==> config.mk <==
export PLATFORM = sky130hd
export DESIGN_NAME = dfp_burst
export DESIGN_NICKNAME = d
export VERILOG_FILES = /design/src/common/cache_pkg.sv /design/src/rtl/beat_counter.sv /design/src/dcache/dfp_burst.sv
export SDC_FILE = /design/constraint.sdc
export NUM_CORES = 1
export LEC_CHECK = 0
export ABC_AREA = 1
export BUFFER_PORTS_ARGS = -buffer_cell sky130_fd_sc_hd__buf_4
export CORE_AREA = 2 2 273 275
export DETAILED_ROUTE_END_ITERATION = 10
export DIE_AREA = 0 0 275 277
export GPL_TIMING_DRIVEN = 0
export MAX_ROUTING_LAYER = met4
export PLACE_DENSITY = 0.31
export SLEW_MARGIN = 20
export SYNTH_ARGS = -nofsm -noshare
export SYNTH_HDL_FRONTEND = slang
export SYNTH_SLANG_ARGS = --single-unit
==> constraint.sdc <==
create_clock -name clk -period 39.4 [get_ports clk]
set_clock_uncertainty 0.15 [all_clocks]
set_input_delay 7.88 -clock clk [delete_from_list [all_inputs] [get_ports clk]]
set_output_delay 7.88 -clock clk [all_outputs]
set_load 0.005 [all_outputs]
==> src/common/cache_pkg.sv <==
package cache_pkg;

  // Cache geometry
  localparam int WAYS        = 4;
  localparam int SETS        = 16;

  // Address fields of a 32-bit byte address
  localparam int SET_BITS    = 4;
  localparam int OFFSET_BITS = 5;
  localparam int TAG_BITS    = 23;

  // Line and memory beat sizes
  localparam int LINE_BITS   = 256;
  localparam int BEAT_BITS   = 64;
  localparam int BEATS       = 4;

  // Controller states
  typedef enum logic [2:0] {
    IDLE,       // Waiting for a CPU request or a back-invalidate
    LOOKUP,     // Tag compare, respond on hit or pick miss path
    WRITEBACK,  // Dirty victim line going out to memory
    REFILL,     // Missing line coming in from memory
    INSTALL,    // Refilled line written into the victim way
    INVAL       // Back-invalidate read and handshake with outer level
  } dcache_state_e;

  // Burst direction on the memory port
  typedef enum logic {
    BURST_READ,
    BURST_WRITE
  } burst_op_e;

  // One beat on the memory port
  typedef struct packed {
    logic [31:0]          addr;
    logic                 write;
    logic [BEAT_BITS-1:0] wdata;
  } dfp_beat_t;

  // Lookup result handed to the controller
  typedef struct packed {
    logic [WAYS-1:0]     hit;
    logic                victim_valid;
    logic                victim_dirty;
    logic [TAG_BITS-1:0] victim_tag;
  } way_status_t;

endpackage

==> src/rtl/beat_counter.sv <==
`timescale 1ns/10ps

module beat_counter
  import cache_pkg::*;
(
  input  logic       clk,
  input  logic       rst,
  input  logic       clear,
  input  logic       step,
  output logic [1:0] count,
  output logic       last
);

  always_ff @(posedge clk) begin
    if (rst || clear) begin
      count <= 2'd0;
    end else if (step) begin
      count <= count + 2'd1;
    end
  end

  // Final beat of the line
  assign last = (count == 2'(BEATS - 1));

endmodule

==> src/dcache/dfp_burst.sv <==
`timescale 1ns/10ps

module dfp_burst
  import cache_pkg::*;
(
  input  logic                 clk,
  input  logic                 rst,
  input  logic                 start,
  input  burst_op_e            op,
  input  logic [31:0]          line_addr,
  input  logic [LINE_BITS-1:0] wline,
  output logic [LINE_BITS-1:0] rline,
  output logic                 done,
  output logic                 dfp_req,
  output dfp_beat_t            dfp_beat,
  input  logic [BEAT_BITS-1:0] dfp_rdata,
  input  logic                 dfp_ack
);

  // Waiting for ack to fall after a beat
  logic        drain;
  burst_op_e   op_q;
  logic [31:0] base_q;
  logic [1:0]  count;
  logic        last;
  logic        step;

  assign step = drain && !dfp_ack;
  assign done = step && last;

  beat_counter u_beat_counter (
    .clk   (clk),
    .rst   (rst),
    .clear (start),
    .step  (step),
    .count (count),
    .last  (last)
  );

  always_ff @(posedge clk) begin
    if (rst) begin
      dfp_req <= 1'b0;
      drain   <= 1'b0;
    end else if (start) begin
      dfp_req <= 1'b1;
      drain   <= 1'b0;
    end else if (dfp_req && dfp_ack) begin
      dfp_req <= 1'b0;
      drain   <= 1'b1;
    end else if (step) begin
      drain   <= 1'b0;
      dfp_req <= !last;
    end
  end

  always_ff @(posedge clk) begin
    if (start) begin
      op_q   <= op;
      base_q <= line_addr;
    end
    // Beats arrive lowest first and shift down toward bit 0
    if (dfp_req && dfp_ack && op_q == BURST_READ) begin
      rline <= {dfp_rdata, rline[LINE_BITS-1:BEAT_BITS]};
    end
  end

  always_comb begin
    dfp_beat.addr  = {base_q[31:OFFSET_BITS], count, 3'b000};
    dfp_beat.write = (op_q == BURST_WRITE);
    dfp_beat.wdata = wline[{count, 6'b000000} +: BEAT_BITS];
  end

endmodule

==> impl_metrics.toml, run 1 <==
[worst_setup_path]
critPathLaunchType = "input pin"
critPathSlowestCell = "o21ai_0"
reg2reg_slack_ns = 36.76
end_kind = "output pin"
critPathRequiredTime_ns = 31.37
crit_arrival_ns = 8.72
path_class = "in -> out"
crit_top_cell = "buf_4"
critical_path.max_fanout = 1
path_cells = "buf_4 > o21ai_0 > o21ai_1 > buf_4"
cpPeakStageDelay_ns = 0.39

[power_and_ir_drop]
p_leak_nw = 7.581
vdd_ir_drop_max_uv = 23.55
powerDensity_mw_per_mm2 = 40.05

[synthesis]
yosys-top-cells-area = "edfxtp_1 80%, nor2_1 6.9%, o21ai_1 5.9%"
yosys.area_share.adder_pct = 0.1175
yosysWarnings = 0
netlist_instances = 742
synth-async-reset-ratio_pct = 0
yosysSeqAreaShare_pct = 80.83
synth.most_common_cell = "edfxtp_1"
yosys.area_share.simple_pct = 7.272
synth_top_area_share_pct = 80.08
yosys-top-cells-count = "284 x edfxtp_1, 195 x nor2_1, 125 x o21ai_1, 67 x o21ai_0, 23 x buf_2"
synth_compound_area_share_pct = 9.164
synth_xor_area_share_pct = 0
syn_area_per_cell_um2 = 14.35
ys_seq_elements = 288
ys_types = 18
yosys.area.top_type = "edfxtp_1"
synth_top_family_by_area = "compound AO/OA/AOI/OAI gates"
synth_mux_area_share_pct = 0
synth_edf_count = 284
synth_ff_type = "edfxtp_1"
netlist_area_mm2 = 0.01065

[global_route]
grt_pass1_vias = 9390
grt_pass1_wl_um = 77400
grt_overflow = 0
grt_max_degree = 31
antenna_found_initial = 14
grt.total_usage_pct = 15.22

[finish]
drive_above_1_share_pct = 52.93
multi_input_area_mm2 = 0.001782
area_growth_pct = 74.58
fillers = 7883
final-seq-area_mm2 = 0.008608
fin_nets = 1854

[die]
core_mm2 = 0.07357
pin_count = 712
start_util_pct = 14.48
fp.dieW_um = 275
num_rows = 100
chipHeight_um = 277
dieArea_mm2 = 0.07618

[timing]
max_freq_mhz = 59.70
slew_headroom_pct = 46.67
fin_crit_sh_pct = 42.51
rsz0062_at_grt = "no"
holdWs_ns = 0.2937
worst_pin_slew_ns = 0.8000
maxSlewViolCount = 0
final.setup.tns_ns = 0
setup_viol = 0
hold_viol_final = 0
fin_crit_ns = 16.75

[cts]
cts_made_buffers = 36
tritoncts = "built"
postCtsHoldBufs = 0
postCtsSetupRepairBufs = 0
clk_path_buf_depth = 3
cts_sinks = 288
worstSkewPairLatency_ns = 0.53
clk_pin_slew_ns = 0.06
htree_levels = 2
cts-root-buf = "clkbuf_16"
postCtsResizedCells = 0

[drt]
drt-total-wl_um = 58710
ant_nets = 0
drt-pass1-iter-count = 7
drt-initial-drc-count = 455
num_vias = 9027
wl_per_cell_um = 23.49
drc = 0
viasPerCell = 3.612

[hold_path]
worst_hold_path_type = "reg -> reg"

[flow_run]
maxCapViolCount = 0

[placed_design]
place_hpwl_um = 49620
numPortBuffers = 703
place_congestion = 0.9546

[outcome]
status = "finished clean"
==> power breakdown <==
part / switching, W / internal, W / total (W)
Clock: 0.000129 / 0.000201 / 0.000330
Sequential: 0.00000357 / 0.000345 / 0.000349
Combinational: 0.0000261 / 0.0000397 / 0.0000657
==> worst max-delay path, delay by kind of cell <==
kind	cells	cell delay [ns]
buffers and inverters	2	0.28
AO/OA/AOI/OAI	2	0.56
==> area by class of cell <==
cell class / instances / area share (%)
sequential: 288 / 46.30
timing repair buffer: 714 / 29.66
multi-input combinational: 404 / 9.583
tap: 969 / 6.521
clock buffer: 43 / 5.215
buffer: 46 / 1.359
clock inverter: 18 / 1.090
antenna: 11 / 0.1480
inverter: 6 / 0.1211
==> placed cells by master, fill, tap and decap left out <==
master,instances
buf_4,716
edfxtp_1,284
nor2_1,194
o21ai_1,125
o21ai_0,67
clkbuf_16,38
buf_2,23
clkbuf_1,13
diode_2,11
clkinv_1,8
nand2_1,7
buf_12,7
inv_1,4
bufinv_16,4
dfxtp_1,4
a21oi_1,3
conb_1,3
clkinv_4,3
buf_16,3
inv_2,2
clkbuf_2,2
clkinv_2,2
nor2_4,1
nand3_1,1
or2_2,1
nor3_1,1
ha_1,1
clkinv_8,1
buf_8,1
==> metal layers <==
layer | up-vias | share of wire (%) | global-route usage (%)
met3 | 73 | 8.1 | 5.055
met2 | 412 | 49 | 24.86
met5 | - | 0 | -
li1 | 4229 | - | -
met4 | 0 | 2.6 | 4.643
met1 | 4313 | 40 | 17.59
==> worst paths after layout <==
| kind | start | to | cells after the start |
|---|---|---|---|
| worst max-delay path | wline[110] | dfp_beat[46] | 4 |
| worst min-delay path | rline[174]$_DFFE_PP_ | rline[110]$_DFFE_PP_ | 0 |
| worst max register to register | op_q$_DFFE_PP_ | rline[144]$_DFFE_PP_ | 7 |
| worst min register to register | rline[174]$_DFFE_PP_ | rline[110]$_DFFE_PP_ | 0 |
==> kinds of logic (layout without fill, tap and decap cells) <==
group / count (synthesis) / in the layout
AOI/OAI and AO/OA: 195 / 195
adders and majority gates: 1 / 1
buffers and inverters: 52 / 827
DFF: 288 / 288
other: 1 / 14
and+or+nand+nor: 205 / 205
==> stage by stage <==
step	setup WS, ns	total power (W)	utilization [%]	std cells	cell area (um2)
6_report	22.65	0.0007446	25.27	2499	18590
5_1_grt	22.61	0.0007761	25.27	2499	18590
4_1_cts	22.67	0.0007619	25.23	2488	18570
3_5_place_dp	22.68	0.0004218	23.64	2427	17390
3_3_place_gp	14.05	0.0004249	23.31	2416	17150
2_1_floorplan	19.76	0.0003675	-	744	10660
==> state kept, by name, indices dropped and copies added, names as in the netlist <==
signal	cells
op_q	1
drain	1
rline	256
u_beat_counter.count	2
dfp_req	1
base_q	27
Power figures use the tool's default switching activity.
==> run 2: changes to the inputs <==
--- a/config.mk
+++ b/config.mk
@@ -7,9 +7,9 @@
 export LEC_CHECK = 0
 export ABC_AREA = 1
 export BUFFER_PORTS_ARGS = -buffer_cell sky130_fd_sc_hd__buf_4
-export CORE_AREA = 2 2 273 275
+export CORE_AREA = 2 2 275 277
 export DETAILED_ROUTE_END_ITERATION = 10
-export DIE_AREA = 0 0 275 277
+export DIE_AREA = 0 0 277 279
 export GPL_TIMING_DRIVEN = 0
 export MAX_ROUTING_LAYER = met4
 export PLACE_DENSITY = 0.31
==> constraint.sdc (replaced) <==
create_clock -name clk -period 15.6 [get_ports clk]
set_clock_uncertainty 0.15 [all_clocks]
set_input_delay 3.12 -clock clk [delete_from_list [all_inputs] [get_ports clk]]
set_output_delay 3.12 -clock clk [all_outputs]
set_load 0.005 [all_outputs]
==> run 2 against run 1 <==
Die area rose by 1.5%. First-iteration DRC count rose by 6.2%. Count of clock-buffer cells in the layout rose by 1. Clock power rose to 2.7 times the previous value. Final cell count rose by 0.16%. Non-clock buffer count did not move. Critical path depth did not move. Sequential power rose to 2.5 times the previous value.
==> impl_metrics.toml, run 2 (synthesis results as in run 1) <==
[drt]
viasPerCell = 3.669
ant_nets = 0
drt-pass1-iter-count = 5
num_vias = 9183
drt-initial-drc-count = 483
drc = 0
wl_per_cell_um = 25.68
drt-total-wl_um = 64280

[die]
dieArea_mm2 = 0.07728
start_util_pct = 14.38
chipHeight_um = 279
fp.dieW_um = 277
pin_count = 712
num_rows = 100
core_mm2 = 0.07407

[cts]
postCtsHoldBufs = 0
htree_levels = 2
tritoncts = "built"
clk_path_buf_depth = 3
cts_made_buffers = 38
clk_pin_slew_ns = 0.06
postCtsSetupRepairBufs = 0
cts_sinks = 288
postCtsResizedCells = 0
cts-root-buf = "clkbuf_16"
worstSkewPairLatency_ns = 0.56

[power_and_ir_drop]
p_leak_nw = 7.619
powerDensity_mw_per_mm2 = 104.0
vdd_ir_drop_max_uv = 66.53

[finish]
fin_area_mm2 = 0.01869
post-route-util_pct = 25.23
area_growth_pct = 75.51
fin_nets = 1856
largest_register_ff_count = 256
largestRegisters = "rline (256), base_q (27), u_beat_counter.count (2)"
regMostFlops = "rline"
final_cell_mix = "716 x buf_4, 284 x edfxtp_1, 194 x nor2_1"
final_common_cell = "buf_4"
drive_above_1_share_pct = 52.95

[timing]
slew_headroom_pct = 52.10
fin_crit_ns = 7.313
fin_crit_sh_pct = 46.88
hold_viol_final = 0
rsz0062_at_grt = "no"
maxSlewViolCount = 0
setup_viol = 0
max_freq_mhz = 136.7
worst_pin_slew_ns = 0.7184
setup_slack_ns = 8.287

[global_route]
grt_pass1_vias = 9512
grt_overflow = 0
grt.total_usage_pct = 16.53
antenna_found_initial = 12
grt_pass1_wl_um = 84420
grt_max_degree = 31

[worst_setup_path]
path_class = "in -> out"
critPathRequiredTime_ns = 12.33
critical_path.max_fanout = 1
crit_arrival_ns = 4.04
critPathLaunchType = "input pin"
reg2reg_depth = 5
end_kind = "output pin"

[placed_design]
place_congestion = 0.9878
dpl_cell_area_mm2 = 0.01741
numPortBuffers = 703
place_hpwl_um = 54010
pre_cts_slack_ns = 8.259

[outcome]
status = "finished clean"

[hold_path]
whs_path_depth = 0
worst_hold_path_type = "reg -> reg"

[flow_run]
maxCapViolCount = 0
run 2: cell types whose count changed in the layout (fill, tap and decap cells not counted):
cell	delta
clkinv_1	+2
clkinv_16	+1
clkinv_8	+1
buf_16	+1
clkinv_4	-2
clkinvlp_4	+2
inv_6	+1
buf_8	-1
bufinv_16	+1
clkbuf_1	+1
diode_2	-3
run 2: through the flow:
step	hold slack (ns)	total power, W	instances	setup TNS, ns
after CTS	0.2748	0.001988	2495	0
after detailed placement	0.2844	0.001071	2427	0
after floorplan	0.3021	0.0009282	744	0
after global placement	0.2835	0.001078	2416	-1435.11
final	0.2892	0.001945	2503	0
after global routing	0.2735	0.002025	2503	0
run 2: worst paths after layout:
kind / start / end / slack [ns]
min: rline[157]$_DFFE_PP_ / rline[93]$_DFFE_PP_ / 0.29
max: wline[69] / dfp_beat[5] / 8.29
max reg2reg: op_q$_DFFE_PP_ / rline[5]$_DFFE_PP_ / 13.17
min reg2reg: rline[157]$_DFFE_PP_ / rline[93]$_DFFE_PP_ / 0.29
run 2: cell type report:
| cell class | count | area [um2] |
|---|---|---|
| diodes | 8 | 20.02 |
| plain buffers | 46 | 252.7 |
| clock buffers | 44 | 973.4 |
| clock inverters | 24 | 292.8 |
| fillers | 7910 | 55380 |
| inverters | 6 | 22.52 |
| multi-input cells | 404 | 1782 |
| flip-flops and latches | 288 | 8608 |
| well taps | 969 | 1212 |
| repair buffers | 714 | 5528 |
run 2: power breakdown:
group	internal (W)	switching (W)	total, W
clock	0.000534	0.000359	0.000893
sequential	0.000871	0.00000941	0.000881
combinational	0.000101	0.0000705	0.000171
total	0.00151	0.000438	0.00194
run 2: metal layers:
metal  vias to the layer above  track usage [%]  part of all wire [%]
li1                       4224                -                     -
met1                      4399            17.24                    36
met2                       480            27.70                    50
met3                        80            7.062                    10
met4                         0            6.229                   3.5
met5                         -                -                     0
run 2: critical path: stages:
cell,delay [ns]
buf_4,0.13
o21ai_0,0.49
o21ai_1,0.14
buf_4,0.16
==> run 3: changes to the inputs <==
--- a/config.mk
+++ b/config.mk
@@ -5,11 +5,11 @@
 export SDC_FILE = /design/constraint.sdc
 export NUM_CORES = 1
 export LEC_CHECK = 0
-export ABC_AREA = 1
+export ABC_AREA = 0
 export BUFFER_PORTS_ARGS = -buffer_cell sky130_fd_sc_hd__buf_4
-export CORE_AREA = 2 2 275 277
+export CORE_AREA = 2 2 280 282
 export DETAILED_ROUTE_END_ITERATION = 10
-export DIE_AREA = 0 0 277 279
+export DIE_AREA = 0 0 282 284
 export GPL_TIMING_DRIVEN = 0
 export MAX_ROUTING_LAYER = met4
 export PLACE_DENSITY = 0.31
==> constraint.sdc (replaced) <==
create_clock -name clk -period 6.1 [get_ports clk]
set_clock_uncertainty 0.15 [all_clocks]
set_input_delay 1.22 -clock clk [delete_from_list [all_inputs] [get_ports clk]]
set_output_delay 1.22 -clock clk [all_outputs]
set_load 0.005 [all_outputs]
==> run 3 against run 2 <==
Count of clock-buffer cells in the layout rose by 4. Via count fell by 19%. Critical path depth unchanged. Utilization shrank 1.3 points. Area after synthesis decreased by 3.0%. Clock power grew 140%. Combinational power is 140% higher. Critical endpoint is now dfp_beat[9]. Power increased by 150%. Routed wire length decreased by 20%. Final area shrank 1.4%. Global-route usage is 4.0 points lower.
==> impl_metrics.toml, run 3 <==
[outcome]
status = "finished clean"

[hold_path]
worst_hold_path_type = "reg -> reg"
whs_path_depth = 0
hold_path_end = "rline[178]$_DFFE_PP_"
min_from = "rline[242]$_DFFE_PP_"

[timing]
rsz0062_at_grt = "no"
slew_headroom_pct = 53.39
fin_crit_sh_pct = 59.92
fin_crit_ns = 3.655
maxSlewViolCount = 0
max_freq_mhz = 273.6
holdWs_ns = 0.2925
hold_viol_final = 0
worst_pin_slew_ns = 0.6992
setup_viol = 0

[finish]
fin_area_mm2 = 0.01844
regMostFlops = "rline"
drive_above_1_share_pct = 72.20
fillers = 8099
largestRegisters = "rline (256), base_q (27), u_beat_counter.count (2)"
final_cell_mix = "708 x buf_4, 284 x edfxtp_1, 64 x mux4_2"
largest_register_ff_count = 256
area_growth_pct = 78.54
finalNonFillerCells = 2220
final_common_cell = "buf_4"
post-route-util_pct = 23.96
fin_nets = 1500

[cts]
clk_path_buf_depth = 3
clk_pin_slew_ns = 0.06
tritoncts = "built"
cts_sinks = 288
htree_levels = 2
cts-root-buf = "clkbuf_16"
postCtsSetupRepairBufs = 0
postCtsHoldBufs = 0
cts_made_buffers = 37
worstSkewPairLatency_ns = 0.55
postCtsResizedCells = 0

[synthesis]
synth_ff_type = "edfxtp_1"
synth_edf_count = 284
synth.most_common_cell = "edfxtp_1"
yosys-top-cells-count = "284 x edfxtp_1, 64 x mux4_2, 6 x buf_2, 5 x buf_12, 5 x buf_4"
ys_types = 21
netlist_instances = 385
syn_area_per_cell_um2 = 26.82
synth-async-reset-ratio_pct = 0
synth_top_area_share_pct = 82.58
yosys.area.top_type = "edfxtp_1"
yosysWarnings = 0
ys_seq_elements = 288
yosysSeqAreaShare_pct = 83.35
yosys-top-cells-area = "edfxtp_1 83%, mux4_2 14%, buf_12 0.97%"
netlist_area_mm2 = 0.01033

[worst_setup_path]
r2r_start = "op_q$_DFFE_PP_"
cpPeakStageDelay_ns = 0.52
path_class = "reg -> out"
critPathRequiredTime_ns = 4.73
end_kind = "output pin"
crit_top_cell = "buf_2"
path_cells = "buf_2 > buf_2 > mux4_2 > buf_4"
critical_path.max_fanout = 10
critPathSlowestCell = "dfxtp_1"
crit_arrival_ns = 2.29
critPathLaunchType = "flop"
reg2reg_slack_ns = 3.38
r2r_end = "rline[145]$_DFFE_PP_"
reg2reg_depth = 8
path_delay_family = "buffers and inverters"
worst-path-buf-inv = 3

[placed_design]
dpl_cell_area_mm2 = 0.01724
place_inst = 2143
place_hpwl_um = 43700
place_congestion = 0.8749
numPortBuffers = 703

[drt]
drt-pass1-iter-count = 6
viasPerCell = 3.334
num_vias = 7401
drt-initial-drc-count = 289
drt-total-wl_um = 51410
ant_nets = 0
wl_per_cell_um = 23.16
drc = 0

[global_route]
grt_overflow = 0
grt.total_usage_pct = 12.56
grt_max_degree = 33
grt_pass1_vias = 7942
grt_pass1_wl_um = 66670
antenna_found_initial = 32

[flow_run]
maxCapViolCount = 0

[die]
start_util_pct = 13.42
fp.dieW_um = 282
chipHeight_um = 284
dieArea_mm2 = 0.08009
num_rows = 102
pin_count = 712
core_mm2 = 0.07696

[power_and_ir_drop]
p_leak_nw = 7.187
powerDensity_mw_per_mm2 = 260.4
vdd_ir_drop_max_uv = 189.8
==> run 3: cell count changes after synthesis, sizes merged, moves of 5 or more <==
cell,previous run,this run
buf,36,17
clkbuf,10,1
nor2,195,2
o21ai,192,0
nand2,7,1
inv,6,1
mux4,0,64
==> run 3: kinds of logic after synthesis <==
logic type / count (synthesis) / share of synthesized area (%)
flops: 288 / 83.35
mux: 65 / 14.05
buf+inv: 19 / 1.805
simple gates: 8 / 0.4120
compound gates: 2 / 0.1332
fa+ha+maj: 1 / 0.1211
other cells: 1 / 0.03631
xor+xnor: 1 / 0.08482
==> run 3: worst register-to-register path, stage by stage (launching register included) <==
cell	delay, ns
edfxtp_1	0.43
nor2_4	0.39
buf_8	0.23
buf_12	0.21
buf_12	0.21
buf_12	0.23
buf_12	0.22
buf_16	0.20
buf_16	0.16
==> run 3: worst max path at each step <==
stage	start	to	slack [ns]	depth (start not counted)
after global placement	dfp_ack	rline[209]$_DFFE_PP_	-1.95	3
after detailed placement	dfp_ack	rline[209]$_DFFE_PP_	2.37	10
after global routing	u_beat_counter.count[1]$_SDFFE_PP0P_	dfp_beat[9]	2.29	4
after CTS	u_beat_counter.count[1]$_SDFFE_PP0P_	dfp_beat[23]	2.30	4
final	u_beat_counter.count[1]$_SDFFE_PP0P_	dfp_beat[9]	2.44	4
after floorplan	dfp_ack	rline[0]$_DFFE_PP_	0.45	2
==> run 3: area by class of cell <==
cell class              count  area (um2)  share of cell area [%]
repair buffers            716        5593                   30.33
clock inverters            18       186.4                   1.011
flip-flops and latches    288        8608                   46.69
diodes                     11       27.53                  0.1493
clock buffers              48       988.4                   5.361
multi-input cells          80        1548                   8.394
well taps                1040        1301                   7.057
plain buffers              18       182.7                  0.9907
inverters                   1       3.754                 0.02036
==> run 3: power by group <==
part	internal [W]	switching, W
clock	0.00128	0.000860
combinational	0.000272	0.000142
sequential	0.00223	0.0000232
==> run 3: per-stage QoR <==
stage	power, W	setup WS, ns	TNS (ns)
2_1_floorplan	0.002362	0.4504	0
4_1_cts	0.004916	2.300	0
3_3_place_gp	0.002710	-1.948	-476.13
5_1_grt	0.005006	2.290	0
3_5_place_dp	0.002716	2.367	0
6_report	0.004801	2.445	0
==> run 3: layer usage <==
metal,global-route usage (%),wire [um],up-vias
li1,-,-,3196
met1,10.81,15490,3576
met2,22.74,27450,521
met3,6.652,6794,108
met4,4.548,1674,0
met5,-,0,-
