===== config.mk =====
export PLATFORM = sky130hd
export DESIGN_NAME = dcache_control
export DESIGN_NICKNAME = d
export VERILOG_FILES = /design/src/common/cache_pkg.sv /design/src/dcache/dcache_control.sv
export SDC_FILE = /design/constraint.sdc
export NUM_CORES = 1
export LEC_CHECK = 0
export BUFFER_PORTS_ARGS = -buffer_cell sky130_fd_sc_hd__buf_2
export CAP_MARGIN = 20
export CORE_AREA = 5 5 42 44
export DETAILED_ROUTE_END_ITERATION = 8
export DIE_AREA = 0 0 47 49
export MAX_ROUTING_LAYER = met4
export PLACE_DENSITY = 0.75
export SKIP_CTS_REPAIR_TIMING = 1
export SLEW_MARGIN = 25
export SYNTH_ARGS = -nofsm -noshare
export SYNTH_HDL_FRONTEND = slang
export SYNTH_SLANG_ARGS = --single-unit

===== constraint.sdc =====
create_clock -name clk -period 3.5 [get_ports clk]
set_clock_uncertainty 0.15 [all_clocks]
set_input_delay 0.175 -clock clk [delete_from_list [all_inputs] [get_ports clk]]
set_output_delay 0.175 -clock clk [all_outputs]
set_load 0.02 [all_outputs]

===== src/common/cache_pkg.sv =====
package cache_pkg;

  // Cache geometry
  localparam int WAYS        = 4;
  localparam int SETS        = 16;

  // Address fields of a 32-bit byte address
  localparam int SET_BITS    = 4;
  localparam int OFFSET_BITS = 5;
  localparam int TAG_BITS    = 23;

  // Line and memory beat sizes
  localparam int LINE_BITS   = 256;
  localparam int BEAT_BITS   = 64;
  localparam int BEATS       = 4;

  // Controller states
  typedef enum logic [2:0] {
    IDLE,       // Waiting for a CPU request or a back-invalidate
    LOOKUP,     // Tag compare, respond on hit or pick miss path
    WRITEBACK,  // Dirty victim line going out to memory
    REFILL,     // Missing line coming in from memory
    INSTALL,    // Refilled line written into the victim way
    INVAL       // Back-invalidate read and handshake with outer level
  } dcache_state_e;

  // Burst direction on the memory port
  typedef enum logic {
    BURST_READ,
    BURST_WRITE
  } burst_op_e;

  // One beat on the memory port
  typedef struct packed {
    logic [31:0]          addr;
    logic                 write;
    logic [BEAT_BITS-1:0] wdata;
  } dfp_beat_t;

  // Lookup result handed to the controller
  typedef struct packed {
    logic [WAYS-1:0]     hit;
    logic                victim_valid;
    logic                victim_dirty;
    logic [TAG_BITS-1:0] victim_tag;
  } way_status_t;

endpackage


===== src/dcache/dcache_control.sv =====
`timescale 1ns/10ps

module dcache_control
  import cache_pkg::*;
(
  input  logic        clk,
  input  logic        rst,
  input  logic        ufp_req,
  input  logic        ufp_write,
  input  way_status_t status,
  input  logic        burst_done,
  input  logic        inval_req,
  output logic        capture,
  output logic        ufp_resp,
  output logic        burst_start,
  output burst_op_e   burst_op,
  output logic        write_store,
  output logic        write_refill,
  output logic        clear_valid,
  output logic        inval_sel,
  output logic        inval_resp,
  output logic        plru_update
);

  dcache_state_e state;
  dcache_state_e state_next;

  always_ff @(posedge clk) begin
    if (rst) begin
      state      <= IDLE;
      inval_resp <= 1'b0;
    end else begin
      state <= state_next;
      // Rises after one read cycle, falls once the requester lets go
      if (state == INVAL) begin
        if (!inval_resp) begin
          inval_resp <= 1'b1;
        end else if (!inval_req) begin
          inval_resp <= 1'b0;
        end
      end
    end
  end

  always_comb begin
    state_next   = state;
    capture      = 1'b0;
    ufp_resp     = 1'b0;
    burst_start  = 1'b0;
    burst_op     = BURST_READ;
    write_store  = 1'b0;
    write_refill = 1'b0;
    clear_valid  = 1'b0;
    inval_sel    = 1'b0;
    plru_update  = 1'b0;

    case (state)
      IDLE: begin
        capture = 1'b1;
        // Back-invalidate wins over the CPU
        if (inval_req) begin
          state_next = INVAL;
        end else if (ufp_req) begin
          state_next = LOOKUP;
        end
      end

      LOOKUP: begin
        if (|status.hit) begin
          ufp_resp    = 1'b1;
          plru_update = 1'b1;
          write_store = ufp_write;
          state_next  = IDLE;
        end else if (status.victim_valid && status.victim_dirty) begin
          burst_start = 1'b1;
          burst_op    = BURST_WRITE;
          state_next  = WRITEBACK;
        end else begin
          burst_start = 1'b1;
          state_next  = REFILL;
        end
      end

      WRITEBACK: begin
        if (burst_done) begin
          burst_start = 1'b1;
          state_next  = REFILL;
        end
      end

      REFILL: begin
        if (burst_done) begin
          state_next = INSTALL;
        end
      end

      INSTALL: begin
        write_refill = 1'b1;
        state_next   = LOOKUP;
      end

      INVAL: begin
        inval_sel = 1'b1;
        if (inval_resp && !inval_req) begin
          clear_valid = |status.hit;
          state_next  = IDLE;
        end
      end

      default: state_next = IDLE;
    endcase
  end

endmodule


==> impl_results.html, run 1 <==
<table>
<tr><th>Metric</th><th>Value</th></tr>
<tr><th colspan="2">Yosys</th></tr>
<tr><td>Fraction of synthesized cell area taken by the top area cell type</td><td>24.43%</td></tr>
<tr><td>Leading post-synthesis cells by cell area</td><td>dfxtp_1 24%, nand2_1 9.2%, nor2_1 6.9%</td></tr>
<tr><td>Proportion of synthesized chip area in sequential cells</td><td>24.43%</td></tr>
<tr><td>Total number of yosys warnings</td><td>0</td></tr>
<tr><td>Number of synthesized register bits</td><td>4</td></tr>
<tr><td>Post-synth cell types</td><td>23</td></tr>
<tr><td>Cell type with the highest aggregate area in the netlist</td><td>dfxtp_1</td></tr>
<tr><td>Net count of the mapped netlist</td><td>80</td></tr>
<tr><td>Avg Inst Size Synth</td><td>between 7 and 8 um^2</td></tr>
<tr><td>Total standard cell area after synthesis</td><td>327.8 um^2</td></tr>
<tr><td>Number of instances in the synthesized netlist</td><td>between 40 and 50</td></tr>
<tr><th colspan="2">Global routing</th></tr>
<tr><td>Wire length of the first global-routing pass</td><td>1.317 mm</td></tr>
<tr><td>Number of global-route vias before repair</td><td>350</td></tr>
<tr><td>Met3 capacity usage during global routing</td><td>2.214%</td></tr>
<tr><td>Pin count of the biggest net entering global routing</td><td>14</td></tr>
<tr><td>Met2 track demand over resource</td><td>between 10% and 20%</td></tr>
<tr><td>M1 GR Usage</td><td>9.451%</td></tr>
<tr><td>Highest-utilization routing layer at the global route stage</td><td>met2</td></tr>
<tr><td>Aggregate global routing overflow</td><td>0</td></tr>
<tr><td>Number of antenna violations at the first check in global routing</td><td>0</td></tr>
<tr><td>Overall track demand over capacity in global routing</td><td>roughly 8.3%</td></tr>
<tr><th colspan="2">CTS</th></tr>
<tr><td>Max H-tree Level</td><td>1</td></tr>
<tr><td>Buffers from clock root to sink, at most</td><td>2</td></tr>
<tr><td>Sinks on the clock net</td><td>4</td></tr>
<tr><td>Worst-Skew Late Latency</td><td>0.23 ns</td></tr>
<tr><td>Clock buffer count from CTS</td><td>3</td></tr>
<tr><td>Root Buffer</td><td>clkbuf_4</td></tr>
<tr><td>CTS tree</td><td>built</td></tr>
<tr><td>Post-CTS clock slew at the launch and capture registers of the worst setup and hold paths</td><td>0.04 ns</td></tr>
<tr><th colspan="2">Flow run</th></tr>
<tr><td>Reported max-cap violation count</td><td>0</td></tr>
<tr><th colspan="2">Floorplanning</th></tr>
<tr><td>Die boundary width</td><td>around 47 um</td></tr>
<tr><td>Initial standard-cell utilization of the core</td><td>23.39%</td></tr>
<tr><td>Die Footprint</td><td>2303 um^2</td></tr>
<tr><td>I/O Pins</td><td>45</td></tr>
<tr><td>Die Height</td><td>about 49 um</td></tr>
<tr><td>Floorplan row count</td><td>14</td></tr>
<tr><td>CORE AREA</td><td>1401 um^2</td></tr>
<tr><th colspan="2">STA</th></tr>
<tr><td>Least setup slack across all paths after layout</td><td>1.785 ns</td></tr>
<tr><td>Worst relative slew slack</td><td>74.73%</td></tr>
<tr><td>Actual transition at the worst max-transition pin</td><td>0.3786 ns</td></tr>
<tr><td>Total negative setup slack</td><td>0 ns</td></tr>
<tr><td>Number of endpoints with negative hold slack in the final report</td><td>0</td></tr>
<tr><td>Minimum period implied by the final worst setup slack</td><td>1.715 ns</td></tr>
<tr><td>Worst hold slack across all endpoints</td><td>0.009309 ns</td></tr>
<tr><td>Unrepaired setup endpoints after global routing</td><td>false</td></tr>
<tr><td>F_max</td><td>583.2 MHz</td></tr>
<tr><td>Finish-stage setup viols</td><td>0</td></tr>
<tr><td>Part of the cycle the worst path needs</td><td>between 40 and 50%</td></tr>
<tr><td>Number of pins exceeding their max-slew limit in the final report</td><td>0</td></tr>
<tr><th colspan="2">Placed design</th></tr>
<tr><td>Port bufs</td><td>21</td></tr>
<tr><td>DP Wirelength</td><td>719.7 um</td></tr>
<tr><td>Placer Congestion</td><td>0.6644</td></tr>
<tr><td>Setup slack at placement</td><td>2.019 ns</td></tr>
<tr><th colspan="2">Critical path</th></tr>
<tr><td>Largest fanout on the critical path</td><td>13</td></tr>
<tr><td>Slowest cell on the critical path</td><td>dfxtp_1</td></tr>
<tr><td>Arrival time of the worst setup path</td><td>1.39 ns</td></tr>
<tr><td>Endpoint required time on the critical path</td><td>around 3.2 ns</td></tr>
<tr><td>Startpoint class of the critical path</td><td>flop</td></tr>
<tr><td>Crit Path Category</td><td>flop to output port</td></tr>
<tr><td>Crit path launch</td><td>state[1]</td></tr>
<tr><td>Worst-path cell chain</td><td>nor2_1 -&gt; nand2_1 -&gt; nor2_1 -&gt; and2_1 -&gt; buf_2</td></tr>
<tr><td>Highest cell delay on the worst timing path</td><td>0.41 ns</td></tr>
<tr><td>Worst path most repeated cell</td><td>nor2_1</td></tr>
<tr><td>Worst reg2reg path startpoint</td><td>state[1]</td></tr>
<tr><td>Reg2reg setup slack</td><td>2.07 ns</td></tr>
<tr><td>Element type at the critical path end</td><td>output port</td></tr>
<tr><th colspan="2">Status</th></tr>
<tr><td>Status</td><td>completed</td></tr>
<tr><th colspan="2">Final layout</th></tr>
<tr><td>Most used cells in the layout excluding fill and tap cells</td><td>21 x buf_2, 8 x nand2_1, 6 x nor2_1</td></tr>
<tr><td>NumNets Final</td><td>102</td></tr>
<tr><td>Most common cell after layout, fill and taps aside</td><td>buf_2</td></tr>
<tr><td>Inserted Diodes</td><td>0</td></tr>
<tr><td>Relative area change from synthesis to final layout</td><td>38.17%</td></tr>
<tr><td>Share of final-layout standard cells stronger than drive strength 1</td><td>40.00%</td></tr>
<tr><td>Post-layout util</td><td>between 30 and 40%</td></tr>
<tr><th colspan="2">Detailed routing</th></tr>
<tr><td>Antenna violation net count after detailed routing</td><td>0</td></tr>
<tr><td>DR WL/cell</td><td>10.91 um</td></tr>
<tr><td>Total wirelength of the detailed-routed design</td><td>884 um</td></tr>
<tr><td>Iteration-0 DRC count of the detailed router</td><td>1</td></tr>
<tr><td>Pre-Repair DR Iteration Count</td><td>3</td></tr>
<tr><td>Vias per inst</td><td>4.704</td></tr>
<tr><td>Final routed DRC violation total</td><td>0</td></tr>
<tr><td>Vias after detailed routing</td><td>381</td></tr>
<tr><th colspan="2">Power</th></tr>
<tr><td>Peak supply drop</td><td>roughly 0.15 mV</td></tr>
<tr><td>Static power due to leakage</td><td>0.2133 nW</td></tr>
<tr><td>PD cells</td><td>around 360 nW/um^2</td></tr>
<tr><th colspan="2">Hold path</th></tr>
<tr><td>Start point of the worst hold path</td><td>rst</td></tr>
<tr><td>Worst hold path type</td><td>input port to flop</td></tr>
</table>
cell families after synthesis:
family	synth area share (%)
DFF	24.43
buffers and inverters	8.014
AOI/OAI and AO/OA	23.28
and+or+nand+nor	44.28
registers in the layout (all words and copies together), names as in the netlist:
register	flops
inval_resp	1
state	3
power breakdown:
group | switching [W] | internal [W] | total, W
clock | 0.0000173 | 0.0000382 | 0.0000555
sequential | 0.00000760 | 0.0000492 | 0.0000568
combinational | 0.0000289 | 0.0000203 | 0.0000492
total | 0.0000538 | 0.000108 | 0.000162
Yosys cell counts, drive strengths merged:
master,number
nand3b,2
nor2b,1
a221oi,1
inv,1
o21ai,3
a211oi,1
a21oi,1
nand2,8
nor2,6
nor3,2
nand2b,1
o41ai,1
buf,4
and2,1
and3b,2
nand3,2
dfxtp,4
a2bb2oi,1
o31ai,1
nor4,1
a32oi,1
final cells by class:
cell class                 instances  area, um^2
fill                             164       948.4
tap                               16       20.02
inverter                           1       3.754
clock buffer                       3       22.52
multi-input combinational         36       221.5
sequential                         4       80.08
timing repair buffer              21       105.1
worst max-delay path: cells and delay by family, from the launching register on:
family                 cells  cell delay (ns)
DFF                        1             0.41
buffers and inverters      1             0.16
and+or+nand+nor            4             0.59
metal layers:
layer / wire length, um / vias to the layer above
li1: - / 202
met1: 390 / 162
met2: 390 / 17
met3: 102 / 0
met4: 0 / 0
met5: 0 / -
final timing paths:
| path | endpoint | depth (start not counted) |
|---|---|---|
| worst max-delay path | write_store | 5 |
| worst min-delay path | state[0] | 2 |
| worst max register to register | state[0] | 3 |
| worst min register to register | inval_resp | 2 |
per-stage QoR:
| stage | power, W | instances | cell area (um^2) |
|---|---|---|---|
| after floorplan | 0.00009041 | 45 | 327.8 |
| final | 0.0001615 | 81 | 452.9 |
| after global placement | 0.0001056 | 78 | 430.4 |
| after detailed placement | 0.0001073 | 78 | 430.4 |
| after global routing | 0.0001764 | 81 | 452.9 |
| after CTS | 0.0001664 | 81 | 452.9 |
Power figures use the tool's default switching activity.
==> run 2: changes to the inputs <==
--- a/config.mk
+++ b/config.mk
@@ -11,7 +11,7 @@
 export DETAILED_ROUTE_END_ITERATION = 8
 export DIE_AREA = 0 0 47 49
 export MAX_ROUTING_LAYER = met4
-export PLACE_DENSITY = 0.75
+export PLACE_DENSITY = 0.77
 export SKIP_CTS_REPAIR_TIMING = 1
 export SLEW_MARGIN = 25
 export SYNTH_ARGS = -nofsm -noshare
==> constraint.sdc (replaced) <==
create_clock -name clk -period 1.45 [get_ports clk]
set_clock_uncertainty 0.15 [all_clocks]
set_input_delay 0.0725 -clock clk [delete_from_list [all_inputs] [get_ports clk]]
set_output_delay 0.0725 -clock clk [all_outputs]
set_load 0.02 [all_outputs]
==> run 2 against run 1 <==
Sequential power rose by 140%; via count rose by 12%; hold slack improved by 0.016 ns; routed wire length rose by 20%; non-clock buffer count rose by 7; combinational power rose to 3.3 times the previous value; setup slack got worse by 1.7 ns; power rose to 2.7 times the previous value; largest power group is now combinational cells.
==> impl_results.html, run 2 (synthesis gave the netlist of run 1 again) <==
<table>
<tr><th>Metric</th><th>Value</th></tr>
<tr><th colspan="2">Placed design</th></tr>
<tr><td>Placer Congestion</td><td>0.7762 (+17%)</td></tr>
<tr><td>Port bufs</td><td>21 (unchanged)</td></tr>
<tr><td>Number of cells in the design after placement</td><td>79 (+1.3%)</td></tr>
<tr><td>DP Wirelength</td><td>765.7 um (+6.4%)</td></tr>
<tr><th colspan="2">Final layout</th></tr>
<tr><td>Most used cells in the layout excluding fill and tap cells</td><td>19 x buf_2, 6 x nand2_1, 6 x buf_4</td></tr>
<tr><td>Most common cell after layout, fill and taps aside</td><td>buf_2</td></tr>
<tr><td>Inserted Diodes</td><td>0 (unchanged)</td></tr>
<tr><td>Share of final-layout standard cells stronger than drive strength 1</td><td>59.72% (+20 points)</td></tr>
<tr><td>NumNets Final</td><td>109 (+6.9%)</td></tr>
<tr><td>Relative area change from synthesis to final layout</td><td>72.90%</td></tr>
<tr><td>Filler-free cell count of the finished design</td><td>88 (+8.6%)</td></tr>
<tr><td>Max FFs per register</td><td>3 (unchanged)</td></tr>
<tr><td>Reg with most FFs</td><td>state</td></tr>
<tr><td>Largest registers</td><td>state x3, inval_resp x1</td></tr>
<tr><th colspan="2">CTS</th></tr>
<tr><td>Sinks on the clock net</td><td>4 (unchanged)</td></tr>
<tr><td>Post-CTS clock slew at the launch and capture registers of the worst setup and hold paths</td><td>0.04 ns (about the same)</td></tr>
<tr><td>Buffers from clock root to sink, at most</td><td>2 (unchanged)</td></tr>
<tr><td>Max H-tree Level</td><td>1 (unchanged)</td></tr>
<tr><td>CTS tree</td><td>built</td></tr>
<tr><td>Root Buffer</td><td>clkbuf_4</td></tr>
<tr><td>Worst-Skew Late Latency</td><td>0.24 ns (about the same)</td></tr>
<tr><td>Clock buffer count from CTS</td><td>3 (unchanged)</td></tr>
<tr><th colspan="2">Detailed routing</th></tr>
<tr><td>Final routed DRC violation total</td><td>0 (unchanged)</td></tr>
<tr><td>Vias per inst</td><td>4.864 (+3.4%)</td></tr>
<tr><td>DR WL/cell</td><td>12.05 um (+10%)</td></tr>
<tr><td>Pre-Repair DR Iteration Count</td><td>4 (+1)</td></tr>
<tr><td>Total wirelength of the detailed-routed design</td><td>1.060 mm (+20%)</td></tr>
<tr><td>Antenna violation net count after detailed routing</td><td>0 (unchanged)</td></tr>
<tr><td>Vias after detailed routing</td><td>428 (+12%)</td></tr>
<tr><td>Iteration-0 DRC count of the detailed router</td><td>13 (+12)</td></tr>
<tr><th colspan="2">STA</th></tr>
<tr><td>Number of pins exceeding their max-slew limit in the final report</td><td>0 (unchanged)</td></tr>
<tr><td>Actual transition at the worst max-transition pin</td><td>0.4294 ns (+0.05075 ns)</td></tr>
<tr><td>Number of endpoints with negative hold slack in the final report</td><td>0 (unchanged)</td></tr>
<tr><td>Worst hold slack across all endpoints</td><td>0.02500 ns (+0.01569 ns)</td></tr>
<tr><td>Finish-stage setup viols</td><td>0 (unchanged)</td></tr>
<tr><td>Worst relative slew slack</td><td>71.16% (-3.6 points)</td></tr>
<tr><td>Part of the cycle the worst path needs</td><td>between 90% and 100%</td></tr>
<tr><td>Minimum period implied by the final worst setup slack</td><td>1.409 ns</td></tr>
<tr><td>F_max</td><td>709.7 MHz</td></tr>
<tr><th colspan="2">Status</th></tr>
<tr><td>Status</td><td>completed</td></tr>
<tr><th colspan="2">Flow run</th></tr>
<tr><td>Reported max-cap violation count</td><td>0 (unchanged)</td></tr>
<tr><th colspan="2">Power</th></tr>
<tr><td>Seq pwr share</td><td>31.2% (-4.0 points)</td></tr>
<tr><td>Clock share of power</td><td>32.4% (-2.0 points)</td></tr>
<tr><td>Peak supply drop</td><td>0.3890 mV (+170%)</td></tr>
<tr><td>PD cells</td><td>779.7 nW/um^2 (+120%)</td></tr>
<tr><td>Share of total power consumed by net switching</td><td>34.49% (+1.2 points)</td></tr>
<tr><td>Static power due to leakage</td><td>0.2595 nW (+22%)</td></tr>
<tr><td>Switching power</td><td>0.0001524 W (+180%)</td></tr>
<tr><td>Part of the power in combinational logic</td><td>36.5% (+6.0 points)</td></tr>
<tr><td>Pint</td><td>0.0002895 W (+170%)</td></tr>
<tr><th colspan="2">Floorplanning</th></tr>
<tr><td>Die Footprint</td><td>2303 um^2 (unchanged)</td></tr>
<tr><td>CORE AREA</td><td>1401 um^2 (unchanged)</td></tr>
<tr><td>Floorplan row count</td><td>14 (unchanged)</td></tr>
<tr><td>Initial standard-cell utilization of the core</td><td>23.39% (unchanged)</td></tr>
<tr><td>Die boundary width</td><td>47 um (unchanged)</td></tr>
<tr><td>I/O Pins</td><td>45 (unchanged)</td></tr>
<tr><td>Die Height</td><td>49 um (unchanged)</td></tr>
<tr><th colspan="2">Hold path</th></tr>
<tr><td>Start point of the worst hold path</td><td>ufp_req</td></tr>
<tr><td>Min-Delay Endpoint</td><td>state[0]</td></tr>
<tr><td>Worst hold path type</td><td>input port to flop</td></tr>
<tr><td>Number of instances on the worst hold path</td><td>4 (+2)</td></tr>
<tr><th colspan="2">Critical path</th></tr>
<tr><td>Crit Reg-Reg Endpoint</td><td>state[0]</td></tr>
<tr><td>Reg2reg setup slack</td><td>0.14 ns (-1.93 ns)</td></tr>
<tr><td>Largest fanout on the critical path</td><td>8 (-5)</td></tr>
<tr><td>Startpoint class of the critical path</td><td>flop</td></tr>
<tr><td>Element type at the critical path end</td><td>output port</td></tr>
<tr><td>Worst reg2reg path startpoint</td><td>state[1]</td></tr>
<tr><td>R2R depth</td><td>3 (unchanged)</td></tr>
<tr><td>Crit Path Category</td><td>flop to output port</td></tr>
<tr><td>Arrival time of the worst setup path</td><td>1.19 ns (-0.20 ns)</td></tr>
<tr><td>Endpoint required time on the critical path</td><td>1.23 ns (-1.94 ns)</td></tr>
<tr><th colspan="2">Global routing</th></tr>
<tr><td>Number of antenna violations at the first check in global routing</td><td>0 (unchanged)</td></tr>
<tr><td>Aggregate global routing overflow</td><td>0 (unchanged)</td></tr>
<tr><td>Number of global-route vias before repair</td><td>320 (-8.6%)</td></tr>
<tr><td>Overall track demand over capacity in global routing</td><td>8.532% (+0.23 points)</td></tr>
<tr><td>Wire length of the first global-routing pass</td><td>1.331 mm (+1.1%)</td></tr>
<tr><td>Pin count of the biggest net entering global routing</td><td>14 (unchanged)</td></tr>
</table>
-- run 2: cell types whose count changed in the layout (fill, tap and decap cells not counted), moves of 2 or more --
cell,delta
buf_2,-2
buf_4,+6
nand2_2,+2
nand2_1,-2
dfxtp_1,-3
nor2_1,-3
dfxtp_4,+3
dlygate4sd3_1,+2
nor2_4,+2
-- run 2: worst max path at each step --
stage	startpoint	to	slack (ns)	depth (start not counted)
after floorplan	state[0]	clear_valid	0.01	4
after global placement	state[0]	state[0]	0.07	3
after CTS	state[0]	clear_valid	-0.15	4
final	state[2]	write_store	0.04	5
after detailed placement	state[0]	state[0]	0.02	3
after global routing	state[2]	write_store	-0.02	5
-- run 2: layout make-up --
type	count	area, um^2
Tap cell	16	20.02
Sequential cell	4	91.34
Timing Repair Buffer	28	171.4
Inverter	1	3.754
Clock buffer	3	22.52
Multi-Input combinational cell	36	257.7
Fill cell	149	834.6
-- run 2: power by group through the flow --
| stage | sequential (W) | clock (W) | combinational [W] |
|---|---|---|---|
| global route | 0.000139 | 0.000167 | 0.000174 |
| global placement | 0.000137 | 0 | 0.000120 |
| detailed placement | 0.000138 | 0 | 0.000123 |
| CTS | 0.000136 | 0.000153 | 0.000123 |
| floorplan | 0.000126 | 0 | 0.0000936 |
| finish | 0.000138 | 0.000143 | 0.000161 |
-- run 2: critical path: stages, from the launching register on --
cell and delay, ns:
dfxtp_4 0.37, nor2_4 0.13, nand2_2 0.08, nor2_4 0.12
and2_4 0.14, buf_6 0.10
-- run 2: per-stage QoR --
step | power, W | util, % | area, um^2 | worst slack [ns] | setup TNS, ns
2_1_floorplan | 0.0002196 | - | 330.3 | 0.01411 | 0
3_3_place_gp | 0.0002565 | 31.43 | 440.4 | 0.07233 | 0
3_5_place_dp | 0.0002613 | 31.43 | 440.4 | 0.02287 | 0
4_1_cts | 0.0004125 | 33.04 | 462.9 | -0.1508 | -0.2830
5_1_grt | 0.0004801 | 40.45 | 566.8 | -0.01841 | -0.02011
6_report | 0.0004419 | 40.45 | 566.8 | 0.04091 | 0
-- run 2: per-layer routing --
layer / wire, um / vias to the layer above / track usage, %
met3: 138 / 0 / 7.011
met5: 0 / - / -
li1: - / 217 / -
met4: 0 / 0 / 2.765
met2: 501 / 21 / 10.86
met1: 420 / 190 / 9.934
